## config.mk

```make
export PLATFORM = sky130hd
export DESIGN_NAME = mem_arbiter
export DESIGN_NICKNAME = d
export VERILOG_FILES = /design/src/hdl/rv32i_mem_pkg.sv /design/src/hdl/mem_arbiter.sv
export SDC_FILE = /design/constraint.sdc
export NUM_CORES = 1
export LEC_CHECK = 0
export BUFFER_PORTS_ARGS = -buffer_cell sky130_fd_sc_hd__buf_4
export CAP_MARGIN = 20
export CORE_MARGIN = 10
export CORE_UTILIZATION = 19
export CTS_CLUSTER_DIAMETER = 200
export DETAILED_ROUTE_END_ITERATION = 12
export PLACE_DENSITY = 0.93
export SLEW_MARGIN = 30
export SYNTH_ARGS = -nofsm -noshare
export SYNTH_HDL_FRONTEND = slang
export SYNTH_SLANG_ARGS = --single-unit
```

## constraint.sdc

```tcl
create_clock -name clk -period 1.4 [get_ports clk]
set_clock_uncertainty 0.15 [all_clocks]
set_input_delay 0.14 -clock clk [delete_from_list [all_inputs] [get_ports clk]]
set_output_delay 0.14 -clock clk [all_outputs]
set_load 0.01 [all_outputs]
```

## src/hdl/rv32i_mem_pkg.sv

```systemverilog
// Word, address and lane types, load and store enums, RAM sizing and reset vector.
`default_nettype none

package rv32i_mem_pkg;

  // ############################
  // Data path types.
  // ############################

  typedef logic [31:0] word_t;    // One 32-bit data word.
  typedef logic [31:0] addr_t;    // Byte address as seen by the core.
  typedef logic [3:0]  byte_en_t; // Bit i selects byte i of a word.

  // ############################
  // Access kinds.
  // ############################

  // Load flavours of RV32I. Signed and unsigned variants share a width.
  typedef enum logic [2:0] {
    LB,
    LBU,
    LH,
    LHU,
    LW
  } load_t;

  // Store flavours of RV32I. Stores never extend, so there are only three.
  typedef enum logic [1:0] {
    SB,
    SH,
    SW
  } store_t;

  // ############################
  // Memory map.
  // ############################

  // The RAM holds 256 words, so it decodes address bits 9 down to 2.
  localparam int unsigned RAM_WORDS = 256;
  localparam int unsigned RAM_IDX_W = 8;

  // First address fetched after reset.
  localparam addr_t RESET_PC = 32'h0000_0000;

endpackage

`default_nettype wire
```

## src/hdl/mem_arbiter.sv

```systemverilog
// Fixed-priority RAM arbiter with data-first grant and registered read return strobes.
`default_nettype none

module mem_arbiter import rv32i_mem_pkg::*; (
  input  logic                 clk,
  input  logic                 rst_n,
  input  logic                 data_req,
  input  logic                 data_we,
  input  addr_t                data_addr,
  input  byte_en_t             data_be,
  input  word_t                data_wdata,
  input  logic                 fetch_req,
  input  addr_t                fetch_addr,
  output logic                 data_gnt,
  output logic                 fetch_gnt,
  output logic                 data_rvalid,
  output logic                 fetch_rvalid,
  output logic                 ram_en,
  output logic                 ram_we,
  output byte_en_t             ram_be,
  output logic [RAM_IDX_W-1:0] ram_idx,
  output word_t                ram_wdata
);

  logic data_rd_q;  // Word returning next cycle was read for the data side.
  logic fetch_rd_q; // Word returning next cycle was read for fetch.

  // ############################
  // Grant.
  // ############################

  // Data accesses always win; fetch only gets the idle cycles.
  assign data_gnt  = data_req;
  assign fetch_gnt = fetch_req && !data_req;

  // ############################
  // RAM port mux.
  // ############################

  always_comb begin
    ram_en    = data_req || fetch_req;
    ram_we    = 1'b0;
    ram_be    = '0;
    ram_wdata = data_wdata; // Only the data side ever writes.
    ram_idx   = fetch_addr[RAM_IDX_W+1:2];
    if (data_req) begin
      ram_we  = data_we;
      ram_be  = data_be;
      ram_idx = data_addr[RAM_IDX_W+1:2]; // Word index, byte offset dropped.
    end
  end

  // ############################
  // Read ownership.
  // ############################

  always_ff @(posedge clk or negedge rst_n) begin
    if (!rst_n) begin
      data_rd_q  <= 1'b0;
      fetch_rd_q <= 1'b0;
    end else begin
      data_rd_q  <= data_gnt && !data_we; // A write returns nothing.
      fetch_rd_q <= fetch_gnt;
    end
  end

  assign data_rvalid  = data_rd_q;
  assign fetch_rvalid = fetch_rd_q;

endmodule

`default_nettype wire

```

=== Word-level counts from Yosys, hierarchy flattened ===
Index checks and enable logic that the tools add are counted.

* Output and inout bits: 50
* Logic and storage cells: 10
* Bits in registers: 2
* Input bits: 105

* Reductions and logical operators: 5
* Mux-type cells: 3

{| class="wikitable"
|+ Operators by type and width
! cell !! count
|-
| 8-bit 2-to-1 mux || 1
|-
| 4-bit 2-to-1 mux || 1
|-
| 1-bit logical AND || 2
|-
| 1-bit zero test || 2
|-
| 1-bit logical OR || 1
|-
| 1-bit 2-to-1 mux || 1
|}

=== Longest topological paths before layout ===
Gate-level depths: netlist (run 1).

* Word-level depth: 2
* Gate-level depth with buffers: 3
* Mapped depth without buffers: 1

=== Worst setup path after synthesis (run 1) ===
No wires, ideal clock.

* Kind: input port to output port
* Start: input data_req
* End: output ram_idx[3]
* Path buffers: 2
* Path slack: 0.432 ns
* Cell stages on the path: 3
* Data arrival time: 0.678 ns
* Path through: buf_6 buf_8 mux2_4

* Word-level cells in the longest chain between the ends: 1

{| class="wikitable"
|+ Ends and longest elaborated chain
! item !! line !! text
|-
| from (decl) || mem_arbiter.sv:7 || <nowiki>input logic data_req,</nowiki>
|-
| 8-bit 2-to-1 mux || mem_arbiter.sv:46 || <nowiki>if (data_req) begin</nowiki>
|-
| to (decl) || mem_arbiter.sv:21 || <nowiki>output logic [RAM_IDX_W-1:0] ram_idx,</nowiki>
|}

Every way passes these cells.

=== Worst setup path after layout (run 1) ===
* Start: input data_req
* End: output ram_idx[2]

Same word-level chain as after synthesis.

==> results of run 1 <==
==> layout make-up <==
class,count,area [um^2]
repair buffers,44,338
multi-input cells,16,149
flip-flops and latches,2,50.0
fillers,244,1840
well taps,30,37.5
clock buffers,3,22.5
==> critical path: cells and delay by family <==
family	cells	cell delay, ps
buffers and inverters	2	350
multiplexers	1	370
==> through the flow <==
| step | cell area (um^2) | total power [mW] |
|---|---|---|
| 6_report | 597 | 0.355 |
| 5_1_grt | 597 | 0.375 |
| 4_1_cts | 594 | 0.366 |
| 2_1_floorplan | 473 | 0.222 |
| 3_3_place_gp | 552 | 0.224 |
| 3_5_place_dp | 552 | 0.229 |
==> routing by layer <==
metal	vias to the layer above	wire [um]	share of wire	GRT usage
met3	18	345	0.21	0.0494
met1	161	494	0.31	0.0393
li1	159	-	-	-
met4	0	97	0.060	0.0789
met2	51	676	0.42	0.0906
met5	-	0	0	0
==> worst min-delay path by stage <==
stage,from,slack [ps],cells after the start,endpoint
2_1_floorplan,rst_n,-310,0,data_rvalid
3_3_place_gp,rst_n,-230,1,data_rvalid
3_5_place_dp,rst_n,-220,1,data_rvalid
4_1_cts,fetch_req,9,2,fetch_rvalid
5_1_grt,fetch_req,20,2,fetch_rvalid
6_report,fetch_req,20,2,fetch_rvalid
==> cell usage in the layout, fill, tap and decap left out <==
cell / synthesis / routed
buf_4: 33 / 42
and2b_1: 1 / 1
mux2_4: 2 / 2
dlymetal6s4s_1: 0 / 1
nor2b_1: 1 / 1
and2_1: 5 / 5
clkbuf_4: 0 / 3
mux2_2: 6 / 6
dlygate4sd3_1: 0 / 1
dfrtp_1: 2 / 2
or2_1: 1 / 1
==> registers in the layout, summed over array words and instances, names as in the netlist <==
signal / count
fetch_rvalid: 1
data_rvalid: 1
==> cells by family after synthesis <==
logic type | after synthesis | synth area share
flip-flops | 2 | 0.106
multiplexers | 8 | 0.206
AND/OR/NAND/NOR | 8 | 0.108
buffers and inverters | 35 | 0.579
==> power breakdown <==
part	switching, mW	total [mW]	internal, mW
Clock	0.0307	0.125	0.0943
Sequential	0.000886	0.0621	0.0612
Combinational	0.0587	0.168	0.110
Total	0.0903	0.355	0.265
==> repair_timing <==
item | in CTS | in global routing
gates resized for setup | 0 | 1
hold buffers | 2 | 0
setup endpoints to repair | 0 | 1
endpoints found under the hold margin | 3 | 0
==> flow_metrics.tcl, run 1 <==
set metrics [dict create \
    status "finished clean" \
    cts.sinks 2 \
    leakage_nw 0.323 \
    vias_per_cell 4.09 \
    cp-start-kind "input port" \
    grt_first_pass_wirelength_mm 2.31 \
    whs_ps 22.6 \
    post-place-ws_ps 243 \
    endpoint "ram_idx[2]" \
    yosysMostFrequentCell "buf_4" \
    fmax_mhz 873 \
    vias 389 \
    clockBufferDepth 2 \
    rsz0062_at_grt "no" \
    synth-edff-count 0 \
    cp-startpoint "data_req" \
    final_util 0.245 \
    synth_top_area_cell "buf_4" \
    period_share 0.818 \
    diodes 0 \
    port_buffers 42 \
    fin_crit_ps 1150 \
    clock-root-buffer "clkbuf_4" \
    async_flop_share 1.00 \
    io_pins 155 \
    post_cts_buffers 0 \
    worst_setup_path_end_kind "output pin" \
    synth_fp_nets 158 \
    rows 18 \
    numPlacedInstances 90 \
    cp.arrival_ps 860 \
    initial_core_util 0.194 \
    grt_max_degree 18 \
    final_nets 172 \
    wire_per_inst_um 17.0 \
    cpMaxStageDelayCell "mux2_2" \
    seq_area_frac_synth 0.106 \
    path_clk_slew_ps 30 \
    layout_setup_ws_ps 255 \
    slowest_delay_ps 370 \
    cts_tree "yes" \
    ant_nets 0 \
    die_w_um 69.9 \
    area_delta_synth_final_pct 26.2 \
    gp_congestion 0.713 \
    drive_gt1_frac 0.815 \
    drt_iter0_markers 8 \
    cap_violations 0 \
    yosysWarnings 0 \
    grt_usage 0.0601 \
    grt_overflow_total 0 \
    synthCells 53 \
    dieArea_um2 4880 \
    synth_cell_type_count 10 \
    crit_top_cell "buf_4" \
    coreArea_um2 2430 \
    synth_top_area_frac 0.524 \
    stdcell_count 95 \
    path_class "in -> out" \
    synth_area_per_cell_um2 8.92 \
    synth_area_leaders "buf_4 (52%), mux2_2 (14%), dfrtp_1 (11%), and2_1 (6.6%), mux2_4 (6.3%)" \
    required_ps 1110 \
    setup_viol 0 \
    firstDrtPassIters 2 \
    antenna_found_initial 0 \
    h-tree-depth 1 \
    wl_mm 1.61 \
    worst_slew_pin_slew_ps 185 \
    hp-class "in -> reg" \
    power_per_cell_area_nw_per_um2 595 \
    maxSlewViolCount 0 \
    drc 0 \
    ys_ff_latch 2 \
    fp.dieH_um 69.9 \
    relSlewSlack 0.877 \
    synthTopCellsByCount "buf_4 (33), mux2_2 (6), and2_1 (5), dfrtp_1 (2), mux2_4 (2)" \
    grt_pass1_vias 488 \
    cp_max_fo 17 \
    ys.flop_type "dfrtp_1" \
    worstPathCellList "buf_4 > mux2_2 > buf_4" \
    post_synth_instance_area_um2 473 \
    hold_viol_final 0 \
    tns_ps 0 \
    peakVddDrop_mv 0.303 \
    cts_inserted_buffers 3 \
]
Power figures use the tool's default switching activity.
==> run 2, diff against run 1 <==
--- a/config.mk
+++ b/config.mk
@@ -5,13 +5,14 @@
 export SDC_FILE = /design/constraint.sdc
 export NUM_CORES = 1
 export LEC_CHECK = 0
+export ABC_AREA = 1
 export BUFFER_PORTS_ARGS = -buffer_cell sky130_fd_sc_hd__buf_4
 export CAP_MARGIN = 20
 export CORE_MARGIN = 10
-export CORE_UTILIZATION = 19
+export CORE_UTILIZATION = 17
 export CTS_CLUSTER_DIAMETER = 200
 export DETAILED_ROUTE_END_ITERATION = 12
-export PLACE_DENSITY = 0.93
+export PLACE_DENSITY = 0.87
 export SLEW_MARGIN = 30
 export SYNTH_ARGS = -nofsm -noshare
 export SYNTH_HDL_FRONTEND = slang
==> constraint.sdc (replaced) <==
create_clock -name clk -period 1.2 [get_ports clk]
set_clock_uncertainty 0.15 [all_clocks]
set_input_delay 0.12 -clock clk [delete_from_list [all_inputs] [get_ports clk]]
set_output_delay 0.12 -clock clk [all_outputs]
set_load 0.01 [all_outputs]
==> run 2 against run 1 <==
Synthesized area down 3.7%. Critical path depth down 2. Utilization down 0.78 points. Worst hold slack worse by 5.0 ps. First-iteration DRC count down 88%. Clock power up 18%. Highest routed layer unchanged.
==> flow_metrics.tcl, run 2 <==
set metrics [dict create \
    status "finished clean" \
    dieArea_um2 5150 \
    multiInputGateArea_um2 120 \
    worst_setup_path_end_kind "output pin" \
    stdcell_count 119 \
    synthCells 75 \
    period_share 0.823 \
    synth_top_area_frac 0.544 \
    synth_fp_nets 180 \
    async_flop_share 1.00 \
    crit_family "flip-flops" \
    hp-class "in -> reg" \
    fp.dieH_um 71.8 \
    stdcell_area_um2 599 \
    yosysWarnings 0 \
    clock-root-buffer "clkbuf_4" \
    whs_ps 17.7 \
    fmax_mhz 1010 \
    slowest_delay_ps 360 \
    gp_congestion 0.621 \
    vias 456 \
    cts_inserted_buffers 3 \
    final_nets 196 \
    peakVddDrop_mv 0.356 \
    rows 18 \
    synth_area_per_cell_um2 6.07 \
    hpwl_mm 1.37 \
    crit_buf_inv 1 \
    grt_overflow_total 0 \
    diodes 0 \
    relSlewSlack 0.877 \
    leakage_nw 0.394 \
    synth-edff-count 0 \
    io_pins 155 \
    port_buffers 42 \
    ys_ff_latch 2 \
    cp-startpoint "fetch_rvalid" \
    grt_pass1_vias 517 \
    cpMaxStageDelayCell "dfrtp_1" \
    path_clk_slew_ps 30 \
    rsz0062_at_grt "no" \
    synth_top_area_cell "buf_4" \
    grt_max_degree 13 \
    drt_iter0_markers 1 \
    use_met1 0.0410 \
    seq_area_frac_synth 0.110 \
    synthTopCellsByCount "buf_4 (33), nand2_1 (30), inv_1 (6), dfrtp_1 (2), nor2_1 (2)" \
    mostFrequentLayoutCells "buf_4 (43), nand2_1 (30), inv_1 (6), clkbuf_4 (3)" \
    cap_violations 0 \
    area_delta_synth_final_pct 31.6 \
    min_from "fetch_req" \
    layout_commonest_cell "buf_4" \
    placed_cell_area_um2 557 \
    power_per_cell_area_nw_per_um2 686 \
    synth_area_leaders "buf_4 (54%), nand2_1 (25%), dfrtp_1 (11%), inv_1 (4.9%), buf_6 (2.5%)" \
    gr-usage-met2 0.0912 \
    firstDrtPassIters 3 \
    cts.sinks 2 \
    initial_core_util 0.181 \
    tns_ps 0 \
    maxSlewViolCount 0 \
    worstPathCellList "buf_4" \
    path_class "reg -> out" \
    die_w_um 71.8 \
    grt_first_pass_wirelength_mm 2.37 \
    drc 0 \
    cp_max_fo 1 \
    wl_mm 1.60 \
    ff_latch_area_um2 50.0 \
    grt_usage 0.0572 \
    antenna_found_initial 0 \
    synth_cell_type_count 7 \
    fill_cells 289 \
    wire_per_inst_um 13.5 \
    drive_gt1_frac 0.528 \
    fin_crit_ps 987 \
    clockBufferDepth 2 \
    busiest_layer "met2" \
    cts_tree "yes" \
    vias_per_cell 3.83 \
    worst_slew_pin_slew_ps 184 \
    coreArea_um2 2520 \
    cp-start-kind "flop" \
    setup_viol 0 \
    h-tree-depth 1 \
    use_met3 0.0510 \
    post_cts_buffers 0 \
    numPlacedInstances 114 \
    required_ps 930 \
    hold_viol_final 0 \
    ant_nets 0 \
    post_synth_instance_area_um2 455 \
    ys.flop_type "dfrtp_1" \
    yosysMostFrequentCell "buf_4" \
    cp.arrival_ps 720 \
]
==> run 2: cell types whose count changed after synthesis, moves of 2 or more <==
cell     before  now
nand2_1       0   30
inv_1         0    6
nor2_1        0    2
and2_1        5    0
mux2_2        6    0
mux2_4        2    0
==> run 2: stage by stage <==
step | setup slack, ps | utilization | power (mW)
3_5_place_dp | 198 | 0.221 | 0.265
4_1_cts | 196 | 0.238 | 0.424
6_report | 213 | 0.238 | 0.411
5_1_grt | 122 | 0.238 | 0.446
2_1_floorplan | 495 | - | 0.247
3_3_place_gp | 212 | 0.221 | 0.262
==> run 2: area by class of cell <==
class	count	area share
Sequential cell	2	0.0835
Multi-Input combinational cell	32	0.200
Tap cell	30	0.0626
Timing Repair Buffer	45	0.572
Clock buffer	3	0.0376
Inverter	7	0.0438
==> run 2: power by group <==
part,switching (mW),internal (mW)
logic,0.0778,0.114
clock network,0.0365,0.110
registers,0.00107,0.0714
total,0.115,0.296
==> run 2: logic make-up (layout without fill, tap and decap cells) <==
family | Yosys count | count (layout) | share of synthesized area
buffers and inverters | 41 | 55 | 0.626
and+or+nand+nor | 32 | 32 | 0.264
DFF | 2 | 2 | 0.110
==> run 2: path summary, 6_finish.rpt <==
| kind | end | slack, ps | cells past startpoint |
|---|---|---|---|
| max | fetch_rvalid | 210 | 1 |
| min | fetch_rvalid | 20 | 3 |
| max in group asynchronous | fetch_rvalid | 740 | 2 |
| min in group asynchronous | data_rvalid | 70 | 2 |
==> run 2: timing repair <==
item / in CTS / in global routing
endpoints found under the hold margin: 3 / 0
hold buffers: 2 / 0
gates resized for setup: 0 / 0
==> run 2: layer usage <==
metal  wire length [um]  part of all wire  up-vias
li1                   -                 -      213
met1                480              0.30      187
met5                  0                 0        -
met2                684              0.43       44
met4                 74             0.046        0
met3                364              0.23       12
