==> config.mk <==
export PLATFORM = sky130hd
export DESIGN_NAME = load_store_unit
export DESIGN_NICKNAME = d
export VERILOG_FILES = /design/src/hdl/rv32i_mem_pkg.sv /design/src/hdl/load_store_unit.sv /design/src/hdl/dmem_extender.sv
export SDC_FILE = /design/constraint.sdc
export NUM_CORES = 1
export LEC_CHECK = 0
export BUFFER_PORTS_ARGS = -buffer_cell sky130_fd_sc_hd__buf_2
export CAP_MARGIN = 20
export CORE_AREA = 2 2 83 85
export DETAILED_ROUTE_END_ITERATION = 10
export DIE_AREA = 0 0 85 87
export GPL_ROUTABILITY_DRIVEN = 1
export PLACE_DENSITY = 0.73
export SLEW_MARGIN = 20
export SYNTH_ARGS = -nofsm -noshare
export SYNTH_HDL_FRONTEND = slang
export SYNTH_SLANG_ARGS = --single-unit
==> constraint.sdc <==
create_clock -name clk -period 2.2 [get_ports clk]
set_input_delay 0.11 -clock clk [delete_from_list [all_inputs] [get_ports clk]]
set_output_delay 0.11 -clock clk [all_outputs]
set_load 0.02 [all_outputs]
==> src/hdl/rv32i_mem_pkg.sv <==
// Word, address and lane types, load and store enums, RAM sizing and reset vector.
`default_nettype none

package rv32i_mem_pkg;

  // ############################
  // Data path types.
  // ############################

  typedef logic [31:0] word_t;    // One 32-bit data word.
  typedef logic [31:0] addr_t;    // Byte address as seen by the core.
  typedef logic [3:0]  byte_en_t; // Bit i selects byte i of a word.

  // ############################
  // Access kinds.
  // ############################

  // Load flavours of RV32I. Signed and unsigned variants share a width.
  typedef enum logic [2:0] {
    LB,
    LBU,
    LH,
    LHU,
    LW
  } load_t;

  // Store flavours of RV32I. Stores never extend, so there are only three.
  typedef enum logic [1:0] {
    SB,
    SH,
    SW
  } store_t;

  // ############################
  // Memory map.
  // ############################

  // The RAM holds 256 words, so it decodes address bits 9 down to 2.
  localparam int unsigned RAM_WORDS = 256;
  localparam int unsigned RAM_IDX_W = 8;

  // First address fetched after reset.
  localparam addr_t RESET_PC = 32'h0000_0000;

endpackage

`default_nettype wire
==> src/hdl/load_store_unit.sv <==
// Load/store unit: alignment check, lane mask, store formatting and pending load tracking.
`default_nettype none

module load_store_unit import rv32i_mem_pkg::*; (
  input  logic     clk,
  input  logic     rst_n,
  input  logic     ld_req,
  input  logic     st_req,
  input  addr_t    addr,
  input  load_t    load_type,
  input  store_t   store_type,
  input  word_t    store_data,
  input  logic     data_gnt,
  input  logic     data_rvalid,
  input  word_t    ram_rdata,
  output logic     data_req,
  output addr_t    data_addr,
  output logic     data_we,
  output byte_en_t data_be,
  output word_t    data_wdata,
  output word_t    ld_data,
  output logic     ld_done,
  output logic     st_done,
  output logic     misaligned,
  output logic     busy
);

  logic     is_half;      // Access moves two bytes.
  logic     is_word;      // Access moves four bytes.
  logic     bad_align;    // Address does not suit the access size.
  logic     accept;       // Aligned request that goes to memory.
  byte_en_t le_be;        // Lane mask in little-endian order.
  word_t    le_wdata;     // Store data shifted into its lanes.
  logic     ld_pend_q;    // A load is waiting for its read data.
  logic     st_done_q;
  logic     misaligned_q;
  logic     busy_q;
  load_t    ld_type_q;    // Load flavour kept for the extender.
  byte_en_t ld_be_q;      // Lane mask kept for the extender.

  // ############################
  // Request decode.
  // ############################

  // A load wins if both requests show up together.
  always_comb begin
    is_half = 1'b0;
    is_word = 1'b0;
    if (ld_req) begin
      is_half = (load_type == LH) || (load_type == LHU);
      is_word = (load_type == LW);
    end else begin
      is_half = (store_type == SH);
      is_word = (store_type == SW);
    end
  end

  // Halves need bit 0 clear and words need both low bits clear.
  assign bad_align = (is_half && addr[0]) || (is_word && (addr[1:0] != 2'b00));
  assign accept    = (ld_req || st_req) && !bad_align;

  // Lanes counted from the byte at the lowest address.
  assign le_be = is_word ? 4'b1111 :
                 is_half ? byte_en_t'(4'b0011 << addr[1:0]) :
                           byte_en_t'(4'b0001 << addr[1:0]);

  // Move the low byte or half of the source into the addressed lane.
  assign le_wdata = is_word ? store_data :
                    is_half ? word_t'(store_data[15:0]) << {addr[1:0], 3'b000} :
                              word_t'(store_data[7:0]) << {addr[1:0], 3'b000};

  // ############################
  // Memory side, big-endian.
  // ############################

  assign data_req   = accept;         // One pulse per accepted access.
  assign data_addr  = addr;
  assign data_we    = accept && !ld_req; // Stores only when no load competes.
  assign data_be    = {le_be[0], le_be[1], le_be[2], le_be[3]};
  assign data_wdata = {le_wdata[7:0], le_wdata[15:8], le_wdata[23:16], le_wdata[31:24]};

  // ############################
  // Completion tracking.
  // ############################

  always_ff @(posedge clk or negedge rst_n) begin
    if (!rst_n) begin
      ld_pend_q    <= 1'b0;
      st_done_q    <= 1'b0;
      misaligned_q <= 1'b0;
      busy_q       <= 1'b0;
    end else begin
      ld_pend_q    <= accept && ld_req && data_gnt;
      st_done_q    <= accept && !ld_req && data_gnt;
      misaligned_q <= (ld_req || st_req) && bad_align; // Flag instead of a done strobe.
      busy_q       <= ld_req || st_req;                // Covers the completion cycle.
    end
  end

  // Load type and lane mask ride along with the pending load for the extender.
  always_ff @(posedge clk) begin
    if (accept && ld_req) begin
      ld_type_q <= load_type;
      ld_be_q   <= le_be;
    end
  end

  dmem_extender u_dmem_extender (
    .dmem_in   (ram_rdata),
    .load_type (ld_type_q),
    .byte_en   (ld_be_q),
    .ext_out   (ld_data)
  );

  assign ld_done    = ld_pend_q && data_rvalid; // Read data belongs to this load.
  assign st_done    = st_done_q;
  assign misaligned = misaligned_q;
  assign busy       = busy_q;

endmodule

`default_nettype wire

==> src/hdl/dmem_extender.sv <==
// Load data formatter: byte swap to little-endian, lane slice, sign or zero extension.
`default_nettype none

module dmem_extender import rv32i_mem_pkg::*; (
  input  word_t    dmem_in,   // Word straight from the RAM, big-endian.
  input  load_t    load_type, // Which load produced this word.
  input  byte_en_t byte_en,   // Little-endian lane mask of the access.
  output word_t    ext_out    // Value for the destination register.
);

  word_t le_word; // RAM word with bytes back in little-endian order.

  // The RAM keeps byte 0 in the top lane, so flip all four lanes.
  assign le_word = {dmem_in[7:0], dmem_in[15:8], dmem_in[23:16], dmem_in[31:24]};

  always_comb begin
    ext_out = '0; // Unknown types and odd lane patterns read as zero.
    case (load_type)
      LB, LBU: begin
        // Pick the single enabled byte, then extend per the load flavour.
        case (byte_en)
          4'b0001: ext_out = {24'h0, le_word[7:0]};
          4'b0010: ext_out = {24'h0, le_word[15:8]};
          4'b0100: ext_out = {24'h0, le_word[23:16]};
          4'b1000: ext_out = {24'h0, le_word[31:24]};
          default: ext_out = '0;
        endcase
        if (load_type == LB) begin
          ext_out[31:8] = {24{ext_out[7]}}; // Replicate the byte's sign bit.
        end
      end
      LH, LHU: begin
        // Only the low or the high half is legal.
        case (byte_en)
          4'b0011: ext_out = {16'h0, le_word[15:0]};
          4'b1100: ext_out = {16'h0, le_word[31:16]};
          default: ext_out = '0;
        endcase
        if (load_type == LH) begin
          ext_out[31:16] = {16{ext_out[15]}}; // Replicate the half's sign bit.
        end
      end
      LW: begin
        ext_out = le_word; // Whole word, no slicing needed.
      end
      default: begin
        ext_out = '0;
      end
    endcase
  end

endmodule

`default_nettype wire

* After elaboration in Yosys (flattened, before gate mapping)
Cells that the tools add are included.
Widths: inputs -> output; s select.
** Operators by class
- Equality and inequality tests :: 15
- Shift-type cells :: 4
- Multiplexer cells :: 11
- Reductions and logical operators :: 18
** Operators by type and width (count)
- $pmux 32 s3 :: 1
- $mux 32 :: 2
- $pmux 16 s2 :: 1
- $pmux 8 s4 :: 1
- $shl 16x5->32 :: 1
- $shl 8x5->32 :: 1
- $mux 24 :: 1
- $mux 16 :: 1
- $eq 3x2->1 const B :: 4
- $logic_and 1x1->1 :: 9
- $eq 4x2->1 const B :: 2
- $eq 4x4->1 const B :: 2
- $mux 4 :: 2
- $eq 3x3->1 const B :: 2
- $eq 4x1->1 const B :: 1
- $eq 4x3->1 const B :: 1
- $reduce_or 2->1 :: 2
- $shl 1x2->4 const A :: 1
- $shl 2x2->4 const A :: 1
- $eq 3x1->1 const B :: 1
- $logic_not 3->1 :: 1
- $logic_or 1x1->1 :: 3
- $eq 2x1->1 const B :: 1
- $eq 2x2->1 const B :: 1
- other kinds (3) :: 5
** Word-level totals
- Bits in registers :: 11
- Output and inout bits :: 106
- Logic and storage cells :: 54

* Logic depth before layout (Yosys ltp)
Gate-level depths: netlist (run 1).
- Word-level depth :: 9
- Gate-level depth with buffers :: 8

* Hierarchy
Synthesis (run 1) repeated with hierarchy kept, for this count alone.
** Unflattened totals
- Cells, all modules :: 285
- Area, all modules :: 2292.2 sq um
** Modules (own cells, without submodules)
- load_store_unit :: instances 1, cells each 158, area an instance 1415.1 sq um, seq. area each 310.3 sq um
- dmem_extender :: instances 1, cells each 127, area an instance 877.1 sq um, seq. area each 0.0 sq um

* Least setup slack after synthesis (run 1)
No wires, ideal clock.
- Path type :: register to output
- Start :: reg ld_be_q[1]
- End :: out ld_data[0]
- Arrival :: 1.902 ns
- Data required time :: 2.090 ns
- Slack :: 0.188 ns
- Stages on the path, launching flop included :: 5
- Buffers on the path :: 1
- Path through :: edfxtp_1 > clkbuf_1 > nor4b_1 > a221oi_1 > o21ai_0
** On the way
- Longest elaborated chain between the ends :: 3
- Elaborated cells on any way between the ends :: 9
** Ends and longest elaborated chain
- from (decl) :: RTL line load_store_unit.sv:39 : byte_en_t ld_be_q;
- from (signal assigned) :: RTL line load_store_unit.sv:104 : ld_be_q <= le_be;
- $eq 4x4->1 (tied with other cells) :: RTL line dmem_extender.sv:21 : case (byte_en)
- $pmux 8 s4 / $pmux 16 s2 (equally long branches) :: RTL line dmem_extender.sv:21, dmem_extender.sv:34
- $pmux 32 s3 * :: RTL line dmem_extender.sv:18 : case (load_type)
- to (decl) :: RTL line load_store_unit.sv:21 : output word_t ld_data,
Every way passes the cells marked *; elsewhere a longest branch is shown, timed or not.

* Final worst setup path (run 1)
- Start :: reg ld_be_q[3]
- End :: out ld_data[29]
** On the way
- Longest elaborated chain between the ends :: 4
- Elaborated cells on any way between the ends :: 11
** Ends and longest elaborated chain (RTL line)
- $eq 4x4->1 (tied with other cells) :: dmem_extender.sv:21
- $pmux 8 s4 / $pmux 16 s2 (equally long branches) :: dmem_extender.sv:21, dmem_extender.sv:34
- $mux 24 / $mux 16 (equally long branches) :: dmem_extender.sv:28, dmem_extender.sv:39
- $pmux 32 s3 * :: dmem_extender.sv:18
Marks and branches as above.

==> flow_summary_export.csv, run 1 <==
group,metric,value,unit
grt,grt_usage,19.5,%
routing,vias,2753,
final_layout,post-route-util,44.6,%
synth,ys_seq_area_share,15.2,%
grt,grt_max_degree,18,
worst_setup_path,cp_max_fo,7,
synth,async_reset_ff_share,36.4,%
grt,top_usage_layer,"met2",
cts,htree_levels,1,
timing,setup_slack,-32.6,ps
routing,wl,7670,µm
synth,synth_flop_cell,"edfxtp_1",
worst_setup_path,timing.critical_path.from,"ld_be_q[3]",
routing,drc_errors,0,
routing,wl_per_cell,15.5,µm
timing,tns,-82.4,ps
cts,path_clk_slew,50,ps
cts,cts_buffer_depth,2,
floorplan,initial_utilization,31.1,%
worst_setup_path,cpPeakStageDelay,490,ps
worst_setup_path,cpMaxStageDelayCell,"edfxtp_1",
cts,cts_tree,"built",
synth,synth_nets,386,
worst_setup_path,critPathArrivalTime,2120,ps
placement,hpwl,6210,µm
floorplan,coreArea,6570,µm²
status,violations,"setup timing",
floorplan,die_h,87,µm
cts,cts.sinks,11,
grt,grt_pass1_wl,12000,µm
run,drv_cap,0,
hold_path,min_path_type,"primary input to register",
timing,tightestPinTransition,612,ps
worst_setup_path,required,2090,ps
timing,slew_headroom,59.0,%
routing,dr.first_iter.drc_count,62,
timing,max_freq,448,MHz
final_layout,area_delta_synth_final,43.4,%
timing,setup_viol,10,
timing,rsz0062_at_grt,"yes",
floorplan,design.die.area,7400,µm²
routing,ant_nets,0,
timing,period_needed,2230,ps
worst_setup_path,crit_chain,"buf_6, nand3b_1, a211oi_2, o221ai_2, and2_4, buf_4, a21oi_1, buf_2",
worst_setup_path,critPathTopFamily,"compound AO/OA/AOI/OAI gates",
placement,port_buffers,152,
placement,globalplace.congestion,0.955,
power_and_ir_drop,ir_drop,0.208,mV
grt,met1_usage,20.7,%
grt,first_global_vias,2580,
grt,grt-ovfl-total,0,
worst_setup_path,critPathKind,"register to output port",
power_and_ir_drop,p_per_area,422,nW/µm²
synth,synth-edff-count,7,
timing,hold_viol,0,
routing,viasPerCell,5.56,
worst_setup_path,crit_cells,8,
synth,postSynthAreaPerCell,7.32,µm²
synth,syn_area,2040,µm²
synth,synth_cells,279,
routing,first_pass_iters,4,
worst_setup_path,crit_end,"ld_data[29]",
worst_setup_path,endpoint_kind,"output port",
worst_setup_path,critical_path_buf_inv_count,3,
grt,grtUsageMet3,4.08,%
timing,finalCritPeriodShare,101,%
worst_setup_path,start_kind,"register",
cts,cts_made_buffers,3,
synth,ys_ff_latch,11,
status,outcome,"finished with violations",
grt,antenna_found_initial,0,
floorplan,row_count,30,
floorplan,io_pins,213,
power_and_ir_drop,leakage,1.47,nW
synth,synth_warnings,0,
floorplan,die-width,85,µm
timing,slew_viol_final,0,
final_layout,drive_gt1_share,50.5,%
cts,cts_root_buf,"clkbuf_8",
synth,yosysUniqueCellTypes,54,
final_layout,n_fill_cell,667,
final_layout,fin_nets,522,
grt,met2_usage,35.8,%
cell families after synthesis:
| group | count (synthesis) | share of synthesized area (%) |
|---|---|---|
| and+or+nand+nor | 109 | 28.0 |
| AOI/OAI and AO/OA | 93 | 34.7 |
| DFF | 11 | 15.2 |
| muxes | 8 | 3.92 |
| buffers and inverters | 58 | 18.1 |
power breakdown:
part           total [W]  leakage (nW)  internal (W)  switching [W]
sequential      0.000268         0.117      0.000245      0.0000237
clock           0.000193        0.0228      0.000126      0.0000667
combinational   0.000774          1.33      0.000322       0.000452
placed cells by master (no fill, tap or decap), types with 4 or more instances in the layout:
master    count
buf_4        32
nand3b_1      6
o21ai_0      13
nor3_1        5
nor2_1       27
a21oi_1       7
and3_1        4
a22o_1        8
a22oi_1      10
edfxtp_1      7
buf_2       145
nor2b_1       9
o21ai_1       4
a221o_1       8
a21oi_2       9
inv_1         5
dfrtp_1       4
nand2_1      33
mux2i_1       8
and2_1        4
buf_6         4
a221oi_1     12
sequential cells by signal (all words and copies together) (netlist names):
register    flops
ld_be_q         4
ld_type_q       3
busy            1
ld_pend_q       1
misaligned      1
st_done         1
area by class of cell:
| type | instances | area (µm²) | area share (%) |
|---|---|---|---|
| multi-input combinational | 210 | 1410 | 48.1 |
| timing repair buffer | 183 | 1040 | 35.5 |
| sequential | 11 | 310 | 10.6 |
| tap | 80 | 100 | 3.42 |
| clock buffer | 4 | 45.0 | 1.54 |
| inverter | 6 | 22.5 | 0.769 |
| antenna | 1 | 2.50 | 0.0854 |
metal layers:
layer,vias to the layer above,share of wire [%]
li1,1282,-
met1,1242,36
met2,203,50
met3,26,11
met4,0,3.7
met5,-,0
cell usage after synthesis (all sizes together), types with 7 or more instances:
cell type | number | share of area [%]
a21oi | 17 | 6.0
a221o | 8 | 3.9
a221oi | 13 | 5.6
a22o | 8 | 3.4
a22oi | 11 | 4.0
buf | 44 | 16
clkbuf | 8 | 1.5
edfxtp | 7 | 10
mux2i | 8 | 3.9
nand2 | 33 | 6.1
nor2 | 29 | 5.3
nor2b | 10 | 3.2
o21ai | 18 | 4.4
worst min path at each step:
| stage | start | to | slack (ps) | cells past startpoint |
|---|---|---|---|---|
| 6_report | load_type[0] | ld_type_q[0] | 70 | 1 |
| 5_1_grt | load_type[0] | ld_type_q[0] | 80 | 1 |
| 4_1_cts | load_type[0] | ld_type_q[0] | 70 | 1 |
| 3_5_place_dp | rst_n | busy | -80 | 1 |
| 3_3_place_gp | rst_n | ld_pend_q | -90 | 1 |
| 2_1_floorplan | rst_n | busy | -190 | 0 |
what timing repair did:
| item | 4_1_cts | 5_1_grt |
|---|---|---|
| resized for setup | 7 | 19 |
| hold buffers | 1 | 0 |
| endpoints found under the setup margin | 26 | 27 |
| buffers inserted | 9 | 4 |
| pin swaps | 2 | 0 |
| hold endpoints to repair | 4 | 0 |
through the flow:
| stage | instances | hold WS (ps) | setup slack, ps | total power (W) | area (µm²) |
|---|---|---|---|---|---|
| 3_5_place_dp | 476 | -84.4 | 42.6 | 0.000969 | 2680 |
| 4_1_cts | 490 | 67.4 | -0.644 | 0.00120 | 2830 |
| 2_1_floorplan | 279 | -186 | 188 | 0.000775 | 2040 |
| 3_3_place_gp | 476 | -88.0 | 89.4 | 0.000958 | 2680 |
| 5_1_grt | 494 | 75.9 | -181 | 0.00131 | 2930 |
| 6_report | 495 | 69.8 | -32.6 | 0.00124 | 2930 |
Note: power is estimated with default switching activity, not from simulation.
==> run 2: changes to the inputs <==
Settings changed: BUFFER_PORTS_ARGS -buffer_cell sky130_fd_sc_hd__buf_2 to -buffer_cell sky130_fd_sc_hd__buf_4, CELL_PAD_IN_SITES_DETAIL_PLACEMENT set to 1, CELL_PAD_IN_SITES_GLOBAL_PLACEMENT set to 1, CORE_AREA 2 2 83 85 to unset, CORE_MARGIN set to 1.5, CORE_UTILIZATION set to 22, DIE_AREA 0 0 85 87 to unset, PLACE_DENSITY 0.73 to unset, PLACE_DENSITY_LB_ADDON set to 0.1.
==> flow_summary_export.csv, run 2 (synthesized netlist as in run 1, its figures left out) <==
group,metric,value,unit
floorplan,die-width,99.4,µm
final_layout,seqCellArea,310,µm²
timing,slew_headroom,56.2,%
floorplan,io_pins,213,
worst_setup_path,start_kind,"register",
power_and_ir_drop,internal_power,0.000795,W
grt,grt_pass1_wl,14300,µm
power_and_ir_drop,p_switching,0.000584,W
floorplan,coreArea,8850,µm²
cts,path_clk_slew,50,ps
routing,wl_per_cell,17.8,µm
worst_setup_path,crit_chain,"buf_6, buf_4, nor4_4, buf_4, o221ai_4, and2_4, buf_4, a21oi_2, buf_6",
floorplan,design.die.area,9870,µm²
worst_setup_path,endpoint_kind,"output port",
placement,place_ws,70.8,ps
run,drv_cap,0,
status,violations,"setup timing",
routing,wl,9380,µm
routing,first_pass_iters,4,
routing,drc_errors,0,
grt,first_global_vias,2757,
timing,period_needed,2230,ps
routing,highest_layer,"met4",
placement,port_buffers,152,
cts,cts_root_buf,"clkbuf_8",
placement,place_inst,508,
grt,grt-ovfl-total,0,
cts,cts.sinks,11,
timing,hold_ws,62.9,ps
worst_setup_path,cpPeakStageDelay,460,ps
routing,wl_met1,4020,µm
power_and_ir_drop,leakage,1.58,nW
status,outcome,"finished with violations",
final_layout,final_cells,526,
routing,viasPerCell,5.11,
worst_setup_path,required,2090,ps
worst_setup_path,critical_path_buf_inv_count,5,
floorplan,row_count,34,
final_layout,largest_register_ffs,4,
cts,cts_buffer_depth,2,
routing,ant_nets,0,
timing,setup_viol,17,
grt,antenna_found_initial,0,
worst_setup_path,crit_top_cell,"buf_4",
timing,tightestPinTransition,654,ps
final_layout,final_common_cell,"buf_4",
worst_setup_path,cpMaxStageDelayCell,"edfxtp_1",
timing,max_freq,449,MHz
power_and_ir_drop,pwr-share-seq,19.1,%
grt,grt_max_degree,18,
worst_setup_path,critPathArrivalTime,2120,ps
final_layout,drive_gt1_share,51.9,%
final_layout,post-route-util,38.7,%
power_and_ir_drop,p_per_area,402,nW/µm²
final_layout,top_regs,"ld_be_q (4), ld_type_q (3)",
final_layout,fin_nets,526,
worst_setup_path,cp_max_fo,5,
worst_setup_path,critPathKind,"register to output port",
placement,hpwl,7470,µm
power_and_ir_drop,p_sw_share,42.3,%
timing,finalCritPeriodShare,101,%
final_layout,top_register,"ld_be_q",
worst_setup_path,critPathTopFamily,"buffers and inverters",
timing,hold_viol,0,
timing,rsz0062_at_grt,"yes",
cts,cts_made_buffers,3,
power_and_ir_drop,ir_drop,0.204,mV
routing,wl_met2,4680,µm
power_and_ir_drop,pwr-share-comb,66.6,%
cts,htree_levels,1,
floorplan,initial_utilization,23.1,%
timing,slew_viol_final,0,
grt,grt_usage,17.7,%
floorplan,die_h,99.4,µm
power_and_ir_drop,power_frac_clock,14.3,%
routing,dr.first_iter.drc_count,63,
final_layout,final_cell_mix,"buf_4 (169), nand2_1 (33), nor2_1 (26)",
final_layout,area_delta_synth_final,67.8,%
hold_path,min_path_type,"primary input to register",
routing,wl_met3,651,µm
cts,cts_tree,"built",
final_layout,n_fill_cell,1115,
final_layout,multi_input_area,1460,µm²
final_layout,diodes,0,
routing,vias,2690,
placement,globalplace.congestion,0.773,
timing,setup_slack,-27.7,ps
run 2: final cells by class:
type	count	area share (%)
sequential	11	9.05
clock buffer	4	1.31
inverter	6	0.657
multi-input combinational	210	42.6
timing repair buffer	187	42.5
tap	108	3.94
run 2: timing repair:
| action | in CTS | in global routing |
|---|---|---|
| buffers inserted | 9 | 3 |
| resized for setup | 4 | 35 |
| endpoints found under the setup margin | 27 | 31 |
| pin swaps | 2 | 8 |
| hold buffers | 1 | 0 |
| hold endpoints to repair | 4 | 0 |
| cloned | 0 | 1 |
run 2: metal layers:
| metal | track usage, % | vias up |
|---|---|---|
| li1 | - | 1288 |
| met4 | 1.52 | 0 |
| met2 | 32.4 | 122 |
| met5 | 0 | - |
| met3 | 3.58 | 6 |
| met1 | 22.2 | 1274 |
run 2: worst paths after layout:
check / slack (ps) / startpoint / to / cells past startpoint
min: 60 / load_type[0] / ld_type_q[0] / 1
max: -30 / ld_be_q[2] / ld_data[23] / 9
min in group asynchronous: 200 / rst_n / busy / 2
max in group asynchronous: 1900 / rst_n / st_done / 2
run 2: power by group through the flow:
stage	Combinational, W	Clock (W)	Sequential (W)
floorplan	0.000507	0	0.000268
global placement	0.000822	0	0.000273
detailed placement	0.000830	0	0.000275
CTS	0.000871	0.000202	0.000262
global route	0.000985	0.000213	0.000267
finish	0.000918	0.000197	0.000264
run 2: stage by stage:
step | total power [W] | area [µm²] | TNS, ps
floorplan | 0.000775 | 2040 | 0
global placement | 0.00110 | 3130 | 0
detailed placement | 0.00111 | 3130 | 0
CTS | 0.00134 | 3260 | -2.78
global route | 0.00147 | 3430 | -2440
finish | 0.00138 | 3430 | -198
