===== src/hdl/rv32i_mem_pkg.sv =====
// Word, address and lane types, load and store enums, RAM sizing and reset vector.
`default_nettype none

package rv32i_mem_pkg;

  // ############################
  // Data path types.
  // ############################

  typedef logic [31:0] word_t;    // One 32-bit data word.
  typedef logic [31:0] addr_t;    // Byte address as seen by the core.
  typedef logic [3:0]  byte_en_t; // Bit i selects byte i of a word.

  // ############################
  // Access kinds.
  // ############################

  // Load flavours of RV32I. Signed and unsigned variants share a width.
  typedef enum logic [2:0] {
    LB,
    LBU,
    LH,
    LHU,
    LW
  } load_t;

  // Store flavours of RV32I. Stores never extend, so there are only three.
  typedef enum logic [1:0] {
    SB,
    SH,
    SW
  } store_t;

  // ############################
  // Memory map.
  // ############################

  // The RAM holds 256 words, so it decodes address bits 9 down to 2.
  localparam int unsigned RAM_WORDS = 256;
  localparam int unsigned RAM_IDX_W = 8;

  // First address fetched after reset.
  localparam addr_t RESET_PC = 32'h0000_0000;

endpackage

`default_nettype wire

===== src/hdl/fetch_unit.sv =====
// Sequential instruction fetcher with grant-driven PC and in-flight address tracking.
`default_nettype none

module fetch_unit import rv32i_mem_pkg::*; (
  input  logic  clk,
  input  logic  rst_n,
  input  logic  fetch_en,
  input  logic  fetch_gnt,
  input  logic  fetch_rvalid,
  input  word_t ram_rdata,
  output logic  fetch_req,
  output addr_t fetch_addr,
  output word_t instr,
  output addr_t instr_pc,
  output logic  instr_valid
);

  addr_t pc_q;       // Address of the next fetch to issue.
  addr_t inflight_q; // Address of the fetch whose data returns next.
  logic  issue;      // Request accepted by the arbiter this cycle.

  // The request stays up as long as fetching is enabled. The PC only
  // moves on a grant, so a stalled request is simply repeated.
  assign fetch_req  = fetch_en;
  assign fetch_addr = pc_q;
  assign issue      = fetch_req && fetch_gnt;

  always_ff @(posedge clk or negedge rst_n) begin
    if (!rst_n) begin
      pc_q <= RESET_PC;
    end else if (issue) begin
      pc_q <= pc_q + 32'd4; // Straight-line fetch, no redirects.
    end
  end

  // Remember what was issued so the return can be labelled with its PC.
  always_ff @(posedge clk or negedge rst_n) begin
    if (!rst_n) begin
      inflight_q <= RESET_PC;
    end else if (issue) begin
      inflight_q <= pc_q;
    end
  end

  // Raw RAM word, still in memory byte order.
  assign instr       = ram_rdata;
  assign instr_pc    = inflight_q;
  assign instr_valid = fetch_rvalid; // Arbiter already tags the owner.

endmodule

`default_nettype wire


===== config.mk =====
export PLATFORM = sky130hd
export DESIGN_NAME = fetch_unit
export DESIGN_NICKNAME = d
export VERILOG_FILES = /design/src/hdl/rv32i_mem_pkg.sv /design/src/hdl/fetch_unit.sv
export SDC_FILE = /design/constraint.sdc
export NUM_CORES = 1
export LEC_CHECK = 0
export BUFFER_PORTS_ARGS = -buffer_cell sky130_fd_sc_hd__buf_2
export CELL_PAD_IN_SITES_DETAIL_PLACEMENT = 1
export CELL_PAD_IN_SITES_GLOBAL_PLACEMENT = 1
export CORE_MARGIN = 3
export CORE_UTILIZATION = 31
export DETAILED_ROUTE_END_ITERATION = 12
export GPL_ROUTABILITY_DRIVEN = 0
export PLACE_DENSITY = 0.75
export SETUP_SLACK_MARGIN = 0.05
export SYNTH_ARGS = -nofsm -noshare
export SYNTH_HDL_FRONTEND = slang
export SYNTH_SLANG_ARGS = --single-unit

===== constraint.sdc =====
create_clock -name clk -period 1.4 [get_ports clk]
set_input_delay 0.21 -clock clk [delete_from_list [all_inputs] [get_ports clk]]
set_output_delay 0.21 -clock clk [all_outputs]
set_load 0.02 [all_outputs]

Word level (Yosys, flattened, before mapping):

Index checks and enable logic that the tools add are counted.

* bits in registers: 64
* bits of input ports: 37
* output and inout port bits: 98
* word-level logic and storage cells: 4

* $add $sub $neg: 1
* reductions and logical operators: 1

Operators by type and width (number)
* $add A32 B3 Y32 const B: 1
* $logic_and A1 B1 Y1: 1

Depth between registers and ports, before layout:

Gate-level depths: netlist of run 1.

* depth in word-level cells: 1
* gate-level depth with buffers: 5
* mapped depth without buffers: 5

Least setup slack after synthesis of run 1:

No wires, ideal clock.

* path type: flip-flop to flip-flop
* start: register pc_q[2], in the netlist fetch_addr[2]
* end: register pc_q[12], in the netlist fetch_addr[12]
* data arrival time: 1.445 ns
* path slack: -0.176 ns
* stages on the path, launching flop included: 6
* period minus slack after synthesis: 1.576 ns
* cells stage by stage: dfrtp_1 ha_1 nand3_1 nor3_2 nand4_1 xnor2_1

* longest elaborated chain between the ends: 1

RTL lines
* from (decl): line fetch_unit.sv:18 `addr_t pc_q;`
* from (signal assigned): line fetch_unit.sv:32 `pc_q <= pc_q + 32'd4;`
* $add A32 B3 Y32: line fetch_unit.sv:32

No other way between the ends.
A chain may end at the register's enable or synchronous reset.

Worst setup path in the final report of run 1:

* start: register pc_q[3], in the netlist fetch_addr[3]
* end: register pc_q[28], in the netlist fetch_addr[28]

Same word-level chain as after synthesis.

==> results of run 1 <==
==> power by group through the flow <==
stage / clock network [mW] / registers [mW] / logic, mW
final: 1.71 / 2.04 / 0.932
after CTS: 1.78 / 2.03 / 0.883
after detailed placement: 0 / 2.07 / 0.831
after global routing: 1.85 / 2.06 / 1.02
after global placement: 0 / 2.05 / 0.816
after floorplan: 0 / 2.26 / 0.416
==> cell families after synthesis <==
group,count (synthesis),synth area share [%]
AO/OA/AOI/OAI,1,0.181
XOR/XNOR,29,9.19
adder cells (fa/ha/maj),1,0.453
buffers and inverters,43,11.4
flip-flops,60,54.3
multiplexers,30,12.2
other,1,0.136
AND/OR/NAND/NOR,55,12.0
==> cells in the mapped netlist (all sizes together), types with 3 or more instances <==
cell type and n:
and2 3, and3 4, buf 42, dfrtp 60, mux2 30, nand2 10
nand3 10, nand4 14, nor2 6, nor3 4, xnor2 25, xor2 4
==> worst max-delay path by stage <==
| stage | end | cells after the start | slack [ns] |
|---|---|---|---|
| 2_1_floorplan | fetch_addr[28]$_DFFE_PN0P_ | 5 | 0.003 |
| 3_5_place_dp | fetch_addr[17]$_DFFE_PN0P_ | 5 | 0.05 |
| 6_report | fetch_addr[28]$_DFFE_PN0P_ | 6 | 0.02 |
| 5_1_grt | fetch_addr[11]$_DFFE_PN0P_ | 4 | -0.08 |
| 4_1_cts | fetch_addr[28]$_DFFE_PN0P_ | 4 | 0.03 |
| 3_3_place_gp | fetch_addr[26]$_DFFE_PN0P_ | 5 | 0.08 |
==> flip-flops by register name, summed over array words and instances (netlist names) <==
signal	cells
instr_pc	30
fetch_addr	30
==> metal layers <==
layer  vias to the layer above  routed length, µm  share of wire, %
met5                         -                  0                 0
met4                         0                112               1.8
met3                        17                458               7.2
met2                        62               3140                49
met1                       913               2640                42
li1                        855                  -                 -
==> worst register-to-register path, cell delays in order (launching register included) <==
cell and delay (ns):
dfrtp_2 0.42, ha_4 0.15, nand3_4 0.07, buf_4 0.16
nor2_4 0.17, nand4_1 0.15, xnor2_1 0.16
==> what timing repair did <==
item | in CTS | in global routing
hold buffers | 1 | 0
hold endpoints to repair | 60 | 0
setup buffers | 2 | 5
pin swaps | 0 | 17
resized for setup | 0 | 12
cloned | 0 | 0
setup endpoints to repair | 7 | 23
==> cell type report <==
cell class	count	area share, %
sequential	60	42.5
multi-input combinational	120	29.5
timing repair buffer	99	18.2
tap	105	3.67
clock buffer	10	3.56
clock inverter	6	2.48
inverter	1	0.105
==> through the flow <==
step	hold slack, ns	cell area [µm²]
final	0.415	3580
after global routing	0.413	3580
after CTS	0.180	3490
after detailed placement	0.251	3250
after global placement	0.246	3250
after floorplan	-0.0856	2860
==> impl_metrics.env, run 1 <==
export IMPL_grt_use_met1_pct=16.1
export IMPL_final_util_pct=42.5
export IMPL_p_seq_share_pct=43.6
export IMPL_core_rowCount=33
export IMPL_slew_viol_final=0
export IMPL_p_leak_nw=1.85
export IMPL_dieArea_um2=10100
export IMPL_path_max_fanout=5
export IMPL_ys_seq_elements=60
export IMPL_comb_power_share_pct=19.9
export IMPL_worstSetupEndpointType="flop"
export IMPL_max_freq_ghz=0.722
export IMPL_grt_start_max_net_pins=61
export IMPL_dp_hpwl_um=4430
export IMPL_ir_drop_mv=0.709
export IMPL_reg2reg_to="fetch_addr[28]$_DFFE_PN0P_"
export IMPL_ys_flop_type="dfrtp_1"
export IMPL_grt_overflow_total=0
export IMPL_regArea_um2=1520
export IMPL_crit_slowest_cell="dfrtp_2"
export IMPL_final_common_cell="buf_2"
export IMPL_arrival_ns=1.61
export IMPL_criticalPathCategory="flop to flop"
export IMPL_layout_common_cells="62 x buf_2, 43 x dfrtp_1, 30 x mux2_2"
export IMPL_synthCells=220
export IMPL_dp_cells=377
export IMPL_r2r_slack_ns=0.02
export IMPL_start_util_pct=32.8
export IMPL_num_io_pins=135
export IMPL_synth_cell_type_count=26
export IMPL_netlist_area_leader_share_pct=54.3
export IMPL_crit_start="fetch_addr[3]$_DFFE_PN0P_"
export IMPL_yosys_area_top_type="dfrtp_1"
export IMPL_antenna_cells=0
export IMPL_stdcell_count=401
export IMPL_fin_crit_sh_pct=98.9
export IMPL_status="complete, no violations"
export IMPL_synthArstFlopShare_pct=100
export IMPL_totalWireLength_um=6360
export IMPL_die_w_um=100
export IMPL_use_met2_pct=21.1
export IMPL_skew_ns=0.00996
export IMPL_syn_area_um2=2760
export IMPL_worst_slack_ns=0.0150
export IMPL_layout_nets=329
export IMPL_syn_to_final_growth_pct=29.7
export IMPL_grt_pass1_wl_um=10400
export IMPL_synth_edff_count=0
export IMPL_vias=1847
export IMPL_cts_max_path_buffers=2
export IMPL_rsz0062_at_grt="true"
export IMPL_core_area_um2=8420
export IMPL_hp_class="primary input to asynchronous set/reset pin"
export IMPL_required_ns=1.63
export IMPL_switchingPower_mw=1.37
export IMPL_power_mw=4.68
export IMPL_cpPeakStageDelay_ns=0.42
export IMPL_p_per_area_nw_per_um2=1310
export IMPL_grt_pass1_vias=2007
export IMPL_multiInputGateArea_um2=1060
export IMPL_critPathLaunchType="flop"
export IMPL_synth_warnings=0
export IMPL_power_frac_clock_pct=36.5
export IMPL_yosysSeqAreaShare_pct=54.3
export IMPL_viasPerCell=4.61
export IMPL_drcViolationCount=0
export IMPL_drt_first_iter_violations=46
export IMPL_drv_cap=0
export IMPL_r2r_start="fetch_addr[3]$_DFFE_PN0P_"
export IMPL_clock_sinks=60
export IMPL_swShare_pct=29.3
export IMPL_numCtsBuffers=9
export IMPL_hold_viol=0
export IMPL_use_met3_pct=5.56
export IMPL_cts_tree="yes"
export IMPL_detail_route_wl_per_cell_um=15.8
export IMPL_nFillCells=931
export IMPL_cts_root_buf="clkbuf_8"
export IMPL_r2r_cells=6
export IMPL_busiest_layer="met2"
export IMPL_crit_chain="ha_4 -> nand3_4 -> buf_4 -> nor2_4 -> nand4_1 -> xnor2_1"
export IMPL_finalSetupViolCount=0
export IMPL_intPower_mw=3.31
export IMPL_dp_slack_ns=0.0545
export IMPL_antenna_found_initial=0
export IMPL_ant_nets=0
export IMPL_synth_area_top_cells="dfrtp_1 54%, mux2_2 12%, buf_4 10%, xnor2_1 7.9%, nand4_1 2.9%"
export IMPL_io_buffers=64
export IMPL_setup_tns_ns=0
export IMPL_clk_latency_ns=0.34
export IMPL_crit_family="flip-flops"
export IMPL_fp_dieH_um=100
export IMPL_cts_htree_levels=3
export IMPL_crit_buf_inv=1
export IMPL_grt_usage_pct=13.5
export IMPL_drt_first_pass_iters=4
export IMPL_synth_avg_cell_area_um2=12.6
export IMPL_finalCriticalPeriod_ns=1.38
export IMPL_clk_pin_slew_ns=0.08
export IMPL_drive_above_1_share_pct=60.1
No activity file was read; power rests on OpenSTA's default activity.
==> run 2: changes to the inputs <==
--- a/config.mk
+++ b/config.mk
@@ -9,10 +9,10 @@
 export CELL_PAD_IN_SITES_DETAIL_PLACEMENT = 1
 export CELL_PAD_IN_SITES_GLOBAL_PLACEMENT = 1
 export CORE_MARGIN = 3
-export CORE_UTILIZATION = 31
+export CORE_UTILIZATION = 37
 export DETAILED_ROUTE_END_ITERATION = 12
 export GPL_ROUTABILITY_DRIVEN = 0
-export PLACE_DENSITY = 0.75
+export PLACE_DENSITY = 0.84
 export SETUP_SLACK_MARGIN = 0.05
 export SYNTH_ARGS = -nofsm -noshare
 export SYNTH_HDL_FRONTEND = slang
==> constraint.sdc (replaced) <==
create_clock -name clk -period 1.6 [get_ports clk]
set_input_delay 0.24 -clock clk [delete_from_list [all_inputs] [get_ports clk]]
set_output_delay 0.24 -clock clk [all_outputs]
set_load 0.02 [all_outputs]
==> run 2 against run 1 <==
  * Sequential power down 13%
  * Cell area down 8.0%
  * Clock-buffer cell count up 1
  * Clock power down 33%
  * Sequential share of layout area up 3.1 points
  * Combinational power down 28%
  * Cell count down 6.2%
  * Critical path type unchanged
  * Largest power group unchanged
  * Highest routed layer unchanged
==> impl_metrics.env, run 2 (synthesis gave the netlist of run 1 again) <==
export IMPL_cts_htree_levels=3
export IMPL_clk_pin_slew_ns=0.06
export IMPL_detail_route_wl_per_cell_um=16.2
export IMPL_hold_viol=0
export IMPL_hold_path_startpoint="fetch_gnt"
export IMPL_totalWireLength_um=6100
export IMPL_drive_above_1_share_pct=50.4
export IMPL_skew_ns=0.00727
export IMPL_grt_usage_pct=15.2
export IMPL_start_util_pct=39.4
export IMPL_critPathLaunchType="flop"
export IMPL_grt_pass1_wl_um=10200
export IMPL_p_per_area_nw_per_um2=1090
export IMPL_layout_nets=315
export IMPL_dp_cells=355
export IMPL_dieArea_um2=8540
export IMPL_vias=1845
export IMPL_drcViolationCount=0
export IMPL_grt_overflow_total=0
export IMPL_crit_start="fetch_addr[2]$_DFFE_PN0P_"
export IMPL_dp_hpwl_um=4190
export IMPL_criticalPathCategory="flop to flop"
export IMPL_num_io_pins=135
export IMPL_viasPerCell=4.91
export IMPL_worstSetupEndpointType="flop"
export IMPL_grt_start_max_net_pins=61
export IMPL_grt_pass1_vias=2057
export IMPL_crit_top_cell="nand4_1"
export IMPL_r2r_start="fetch_addr[2]$_DFFE_PN0P_"
export IMPL_syn_to_final_growth_pct=19.3
export IMPL_stdcell_count=376
export IMPL_hp_class="primary input to flop"
export IMPL_antenna_found_initial=0
export IMPL_finalCriticalPeriod_ns=1.47
export IMPL_ant_nets=0
export IMPL_cpPeakStageDelay_ns=0.41
export IMPL_drt_first_iter_violations=52
export IMPL_finalSetupViolCount=0
export IMPL_regArea_um2=1500
export IMPL_slew_viol_final=0
export IMPL_core_area_um2=7020
export IMPL_io_buffers=64
export IMPL_clock_sinks=60
export IMPL_antenna_cells=0
export IMPL_numCtsBuffers=9
export IMPL_fp_dieH_um=92.4
export IMPL_drv_cap=0
export IMPL_core_rowCount=30
export IMPL_crit_chain="nand4_1 -> nor2_4 -> nand4_1 -> xnor2_1"
export IMPL_drt_first_pass_iters=4
export IMPL_cts_max_path_buffers=2
export IMPL_ir_drop_mv=0.417
export IMPL_required_ns=1.81
export IMPL_crit_family="simple AND/OR/NAND/NOR gates"
export IMPL_placed_cell_area_um2=3030
export IMPL_path_max_fanout=10
export IMPL_crit_buf_inv=0
export IMPL_whs_ns=0.295
export IMPL_status="complete, no violations"
export IMPL_max_freq_ghz=0.679
export IMPL_multiInputGateArea_um2=1000
export IMPL_fin_crit_sh_pct=92.1
export IMPL_stdcell_area_um2=3300
export IMPL_rsz0062_at_grt="false"
export IMPL_die_w_um=92.4
export IMPL_p_leak_nw=1.76
export IMPL_crit_slowest_cell="dfrtp_2"
export IMPL_final_util_pct=47.0
export IMPL_nFillCells=795
export IMPL_cts_tree="yes"
export IMPL_cts_root_buf="clkbuf_8"
export IMPL_layout_common_cells="64 x buf_2, 58 x dfrtp_1, 30 x mux2_2"
export IMPL_final_common_cell="buf_2"
export IMPL_clk_latency_ns=0.33
export IMPL_arrival_ns=1.68
[run 2: report_power, final]
group          internal, mW  total [mW]  switching [mW]
clock network         0.579        1.14           0.558
logic                 0.253       0.673           0.420
registers              1.65        1.77           0.118
total                  2.49        3.58            1.10
[run 2: final cells by class]
type | count | area share [%]
clock buffer | 11 | 4.29
clock inverter | 3 | 0.456
inverter | 1 | 0.114
multi-input combinational | 120 | 30.4
sequential | 60 | 45.6
tap | 96 | 3.64
timing repair buffer | 85 | 15.5
[run 2: through the flow]
| stage | power [mW] | setup WS (ns) | TNS [ns] |
|---|---|---|---|
| finish | 3.58 | 0.127 | 0 |
| CTS | 3.59 | 0.0334 | 0 |
| floorplan | 2.28 | 0.0635 | 0 |
| global route | 3.80 | 0.0212 | 0 |
| global placement | 2.39 | 0.0832 | 0 |
| detailed placement | 2.42 | -0.0426 | -0.0949 |
[run 2: worst paths after layout]
| check | depth (start not counted) | slack, ns | endpoint |
|---|---|---|---|
| worst min-delay path | 3 | 0.29 | fetch_addr[4]$_DFFE_PN0P_ |
| worst max register to register | 4 | 0.13 | fetch_addr[21]$_DFFE_PN0P_ |
| worst min register to register | 2 | 0.49 | instr_pc[4]$_DFFE_PN0P_ |
| worst max-delay path | 4 | 0.13 | fetch_addr[21]$_DFFE_PN0P_ |
| max in group asynchronous | 3 | 0.85 | fetch_addr[17]$_DFFE_PN0P_ |
| min in group asynchronous | 3 | 0.45 | fetch_addr[3]$_DFFE_PN0P_ |
[run 2: timing repair]
action | in CTS | in global routing
hold buffers | 1 | 0
endpoints found under the setup margin | 11 | 23
gates resized for setup | 3 | 8
hold endpoints to repair | 60 | 0
gates cloned | 0 | 0
pin swaps | 1 | 2
buffers inserted | 1 | 5
[run 2: tightest hold or removal path, delay by kind of cell]
kind,cells,cell delay [ns]
XOR/XNOR,1,0.08
buffers and inverters,1,0.13
AND/OR/NAND/NOR,1,0.13
[run 2: metal layers]
metal  vias up  GRT usage [%]  part of all wire, %
li1        820              -                    -
met1       934           18.6                   43
met2        65           23.4                   49
met3        26           6.01                  5.8
met4         0           7.30                  2.4
met5         -              0                    0
==> run 3: changes to the inputs <==
--- a/config.mk
+++ b/config.mk
@@ -13,6 +13,7 @@
 export DETAILED_ROUTE_END_ITERATION = 12
 export GPL_ROUTABILITY_DRIVEN = 0
 export PLACE_DENSITY = 0.84
+export RECOVER_POWER = 100
 export SETUP_SLACK_MARGIN = 0.05
 export SYNTH_ARGS = -nofsm -noshare
 export SYNTH_HDL_FRONTEND = slang
==> run 3 against run 2 <==
  * First-iteration DRC count up 3.8%
  * Utilization down 0.89 points
  * Clock-buffer cell count unchanged
  * Sequential power about the same
  * Critical path type unchanged
  * Critical endpoint unchanged
  * Largest cell class unchanged
  * Highest routed layer unchanged
==> impl_metrics.env, run 3 (synthesis gave the netlist of run 1 again) <==
export IMPL_drt_first_pass_iters=5
export IMPL_drt_first_iter_violations=54
export IMPL_clk_pin_slew_ns=0.06
export IMPL_worst_slack_ns=0.122
export IMPL_antenna_cells=0
export IMPL_nFillCells=809
export IMPL_syn_to_final_growth_pct=17.0
export IMPL_clock_sinks=60
export IMPL_grt_pass1_vias=2057
export IMPL_max_freq_ghz=0.677
export IMPL_core_area_um2=7020
export IMPL_final_util_pct=46.1
export IMPL_status="complete, no violations"
export IMPL_cts_root_buf="clkbuf_8"
export IMPL_dieArea_um2=8540
export IMPL_r2r_start="fetch_addr[2]$_DFFE_PN0P_"
export IMPL_drv_cap=0
export IMPL_hold_end="fetch_addr[4]$_DFFE_PN0P_"
export IMPL_cts_htree_levels=3
export IMPL_viasPerCell=4.88
export IMPL_required_ns=1.81
export IMPL_die_w_um=92.4
export IMPL_crit_top_cell="nand4_1"
export IMPL_layout_nets=315
export IMPL_maxSlewHeadroom_pct=45.1
export IMPL_grt_pass1_wl_um=10200
export IMPL_slew_viol_final=0
export IMPL_hp_class="primary input to flop"
export IMPL_ir_drop_mv=0.415
export IMPL_criticalPathCategory="flop to flop"
export IMPL_stdcell_area_um2=3230
export IMPL_layout_common_cells="58 x dfrtp_1, 37 x clkbuf_1, 30 x mux2_2"
export IMPL_start_util_pct=39.4
export IMPL_p_leak_nw=1.61
export IMPL_io_buffers=64
export IMPL_finalSetupViolCount=0
export IMPL_hold_path_startpoint="fetch_gnt"
export IMPL_finalCriticalPeriod_ns=1.48
export IMPL_cts_tree="yes"
export IMPL_power_mw=3.56
export IMPL_cpPeakStageDelay_ns=0.41
export IMPL_drcViolationCount=0
export IMPL_dp_slack_ns=-0.0426
export IMPL_hold_viol=0
export IMPL_totalWireLength_um=6130
export IMPL_critPathLaunchType="flop"
export IMPL_crit_slowest_cell="dfrtp_2"
export IMPL_worstMarginPinSlew_ns=0.823
export IMPL_antenna_found_initial=0
export IMPL_vias=1834
export IMPL_ant_nets=0
export IMPL_worstSetupEndpointType="flop"
export IMPL_r2r_slack_ns=0.12
export IMPL_setup_tns_ns=0
export IMPL_p_per_area_nw_per_um2=1100
export IMPL_clk_latency_ns=0.33
export IMPL_stdcell_count=376
export IMPL_fin_crit_sh_pct=92.4
export IMPL_crit_chain="nand4_1 -> nor2_4 -> nand4_1 -> xnor2_1"
export IMPL_rsz0062_at_grt="false"
export IMPL_numCtsBuffers=9
export IMPL_drive_above_1_share_pct=37.5
export IMPL_skew_ns=0.00753
export IMPL_grt_start_max_net_pins=61
export IMPL_core_rowCount=30
export IMPL_grt_overflow_total=0
export IMPL_grt_usage_pct=15.2
export IMPL_cts_max_path_buffers=2
export IMPL_num_io_pins=135
export IMPL_path_max_fanout=10
export IMPL_r2r_cells=4
export IMPL_dp_cells=355
export IMPL_arrival_ns=1.69
export IMPL_detail_route_wl_per_cell_um=16.3
export IMPL_dp_hpwl_um=4190
export IMPL_whs_ns=0.293
export IMPL_placed_cell_area_um2=3030
export IMPL_final_common_cell="dfrtp_1"
export IMPL_fp_dieH_um=92.4
export IMPL_hold_path_cell_count=3
export IMPL_reg2reg_to="fetch_addr[21]$_DFFE_PN0P_"
==> run 3: routing by layer <==
layer,vias to the layer above,part of all wire (%),track usage (%)
met1,918,43,18.6
met5,-,0,0
met3,28,6.0,6.01
met2,68,48,23.4
li1,820,-,-
met4,0,2.6,7.30
==> run 3: timing repair <==
action / in CTS / in global routing
pin swaps: 1 / 2
setup buffers: 1 / 5
endpoints found under the setup margin: 11 / 23
gates resized for setup: 3 / 8
endpoints found under the hold margin: 60 / 0
hold buffers: 1 / 0
==> run 3: worst max-delay path by stage <==
stage	slack, ns	cells after the start	end	from
after floorplan	0.06	5	fetch_addr[12]$_DFFE_PN0P_	fetch_addr[2]$_DFFE_PN0P_
after global placement	0.08	5	fetch_addr[12]$_DFFE_PN0P_	fetch_addr[2]$_DFFE_PN0P_
after detailed placement	-0.04	5	fetch_addr[24]$_DFFE_PN0P_	fetch_addr[2]$_DFFE_PN0P_
after CTS	0.03	6	fetch_addr[22]$_DFFE_PN0P_	fetch_addr[2]$_DFFE_PN0P_
after global routing	0.02	4	fetch_addr[31]$_DFFE_PN0P_	fetch_addr[2]$_DFFE_PN0P_
final	0.12	4	fetch_addr[21]$_DFFE_PN0P_	fetch_addr[2]$_DFFE_PN0P_
==> run 3: critical path: cells and delay by family, from the launching register on <==
family,cells,cell delay (ns)
xor+xnor,1,0.15
flops,1,0.41
simple gates,3,0.79
==> run 3: layout make-up <==
type	count	area, µm²	share of cell area, %
Sequential cell	60	1500	46.5
Multi-Input combinational cell	120	1000	31.0
Timing Repair Buffer	85	447	13.8
Clock buffer	11	141	4.37
Tap cell	96	120	3.72
Clock inverter	3	15.0	0.464
Inverter	1	3.75	0.116
==> run 3: power by group <==
| part | leakage (nW) | total (mW) | switching [mW] | internal [mW] |
|---|---|---|---|---|
| sequential | 0.818 | 1.77 | 0.120 | 1.65 |
| combinational | 0.705 | 0.644 | 0.419 | 0.225 |
| clock | 0.0848 | 1.14 | 0.561 | 0.579 |
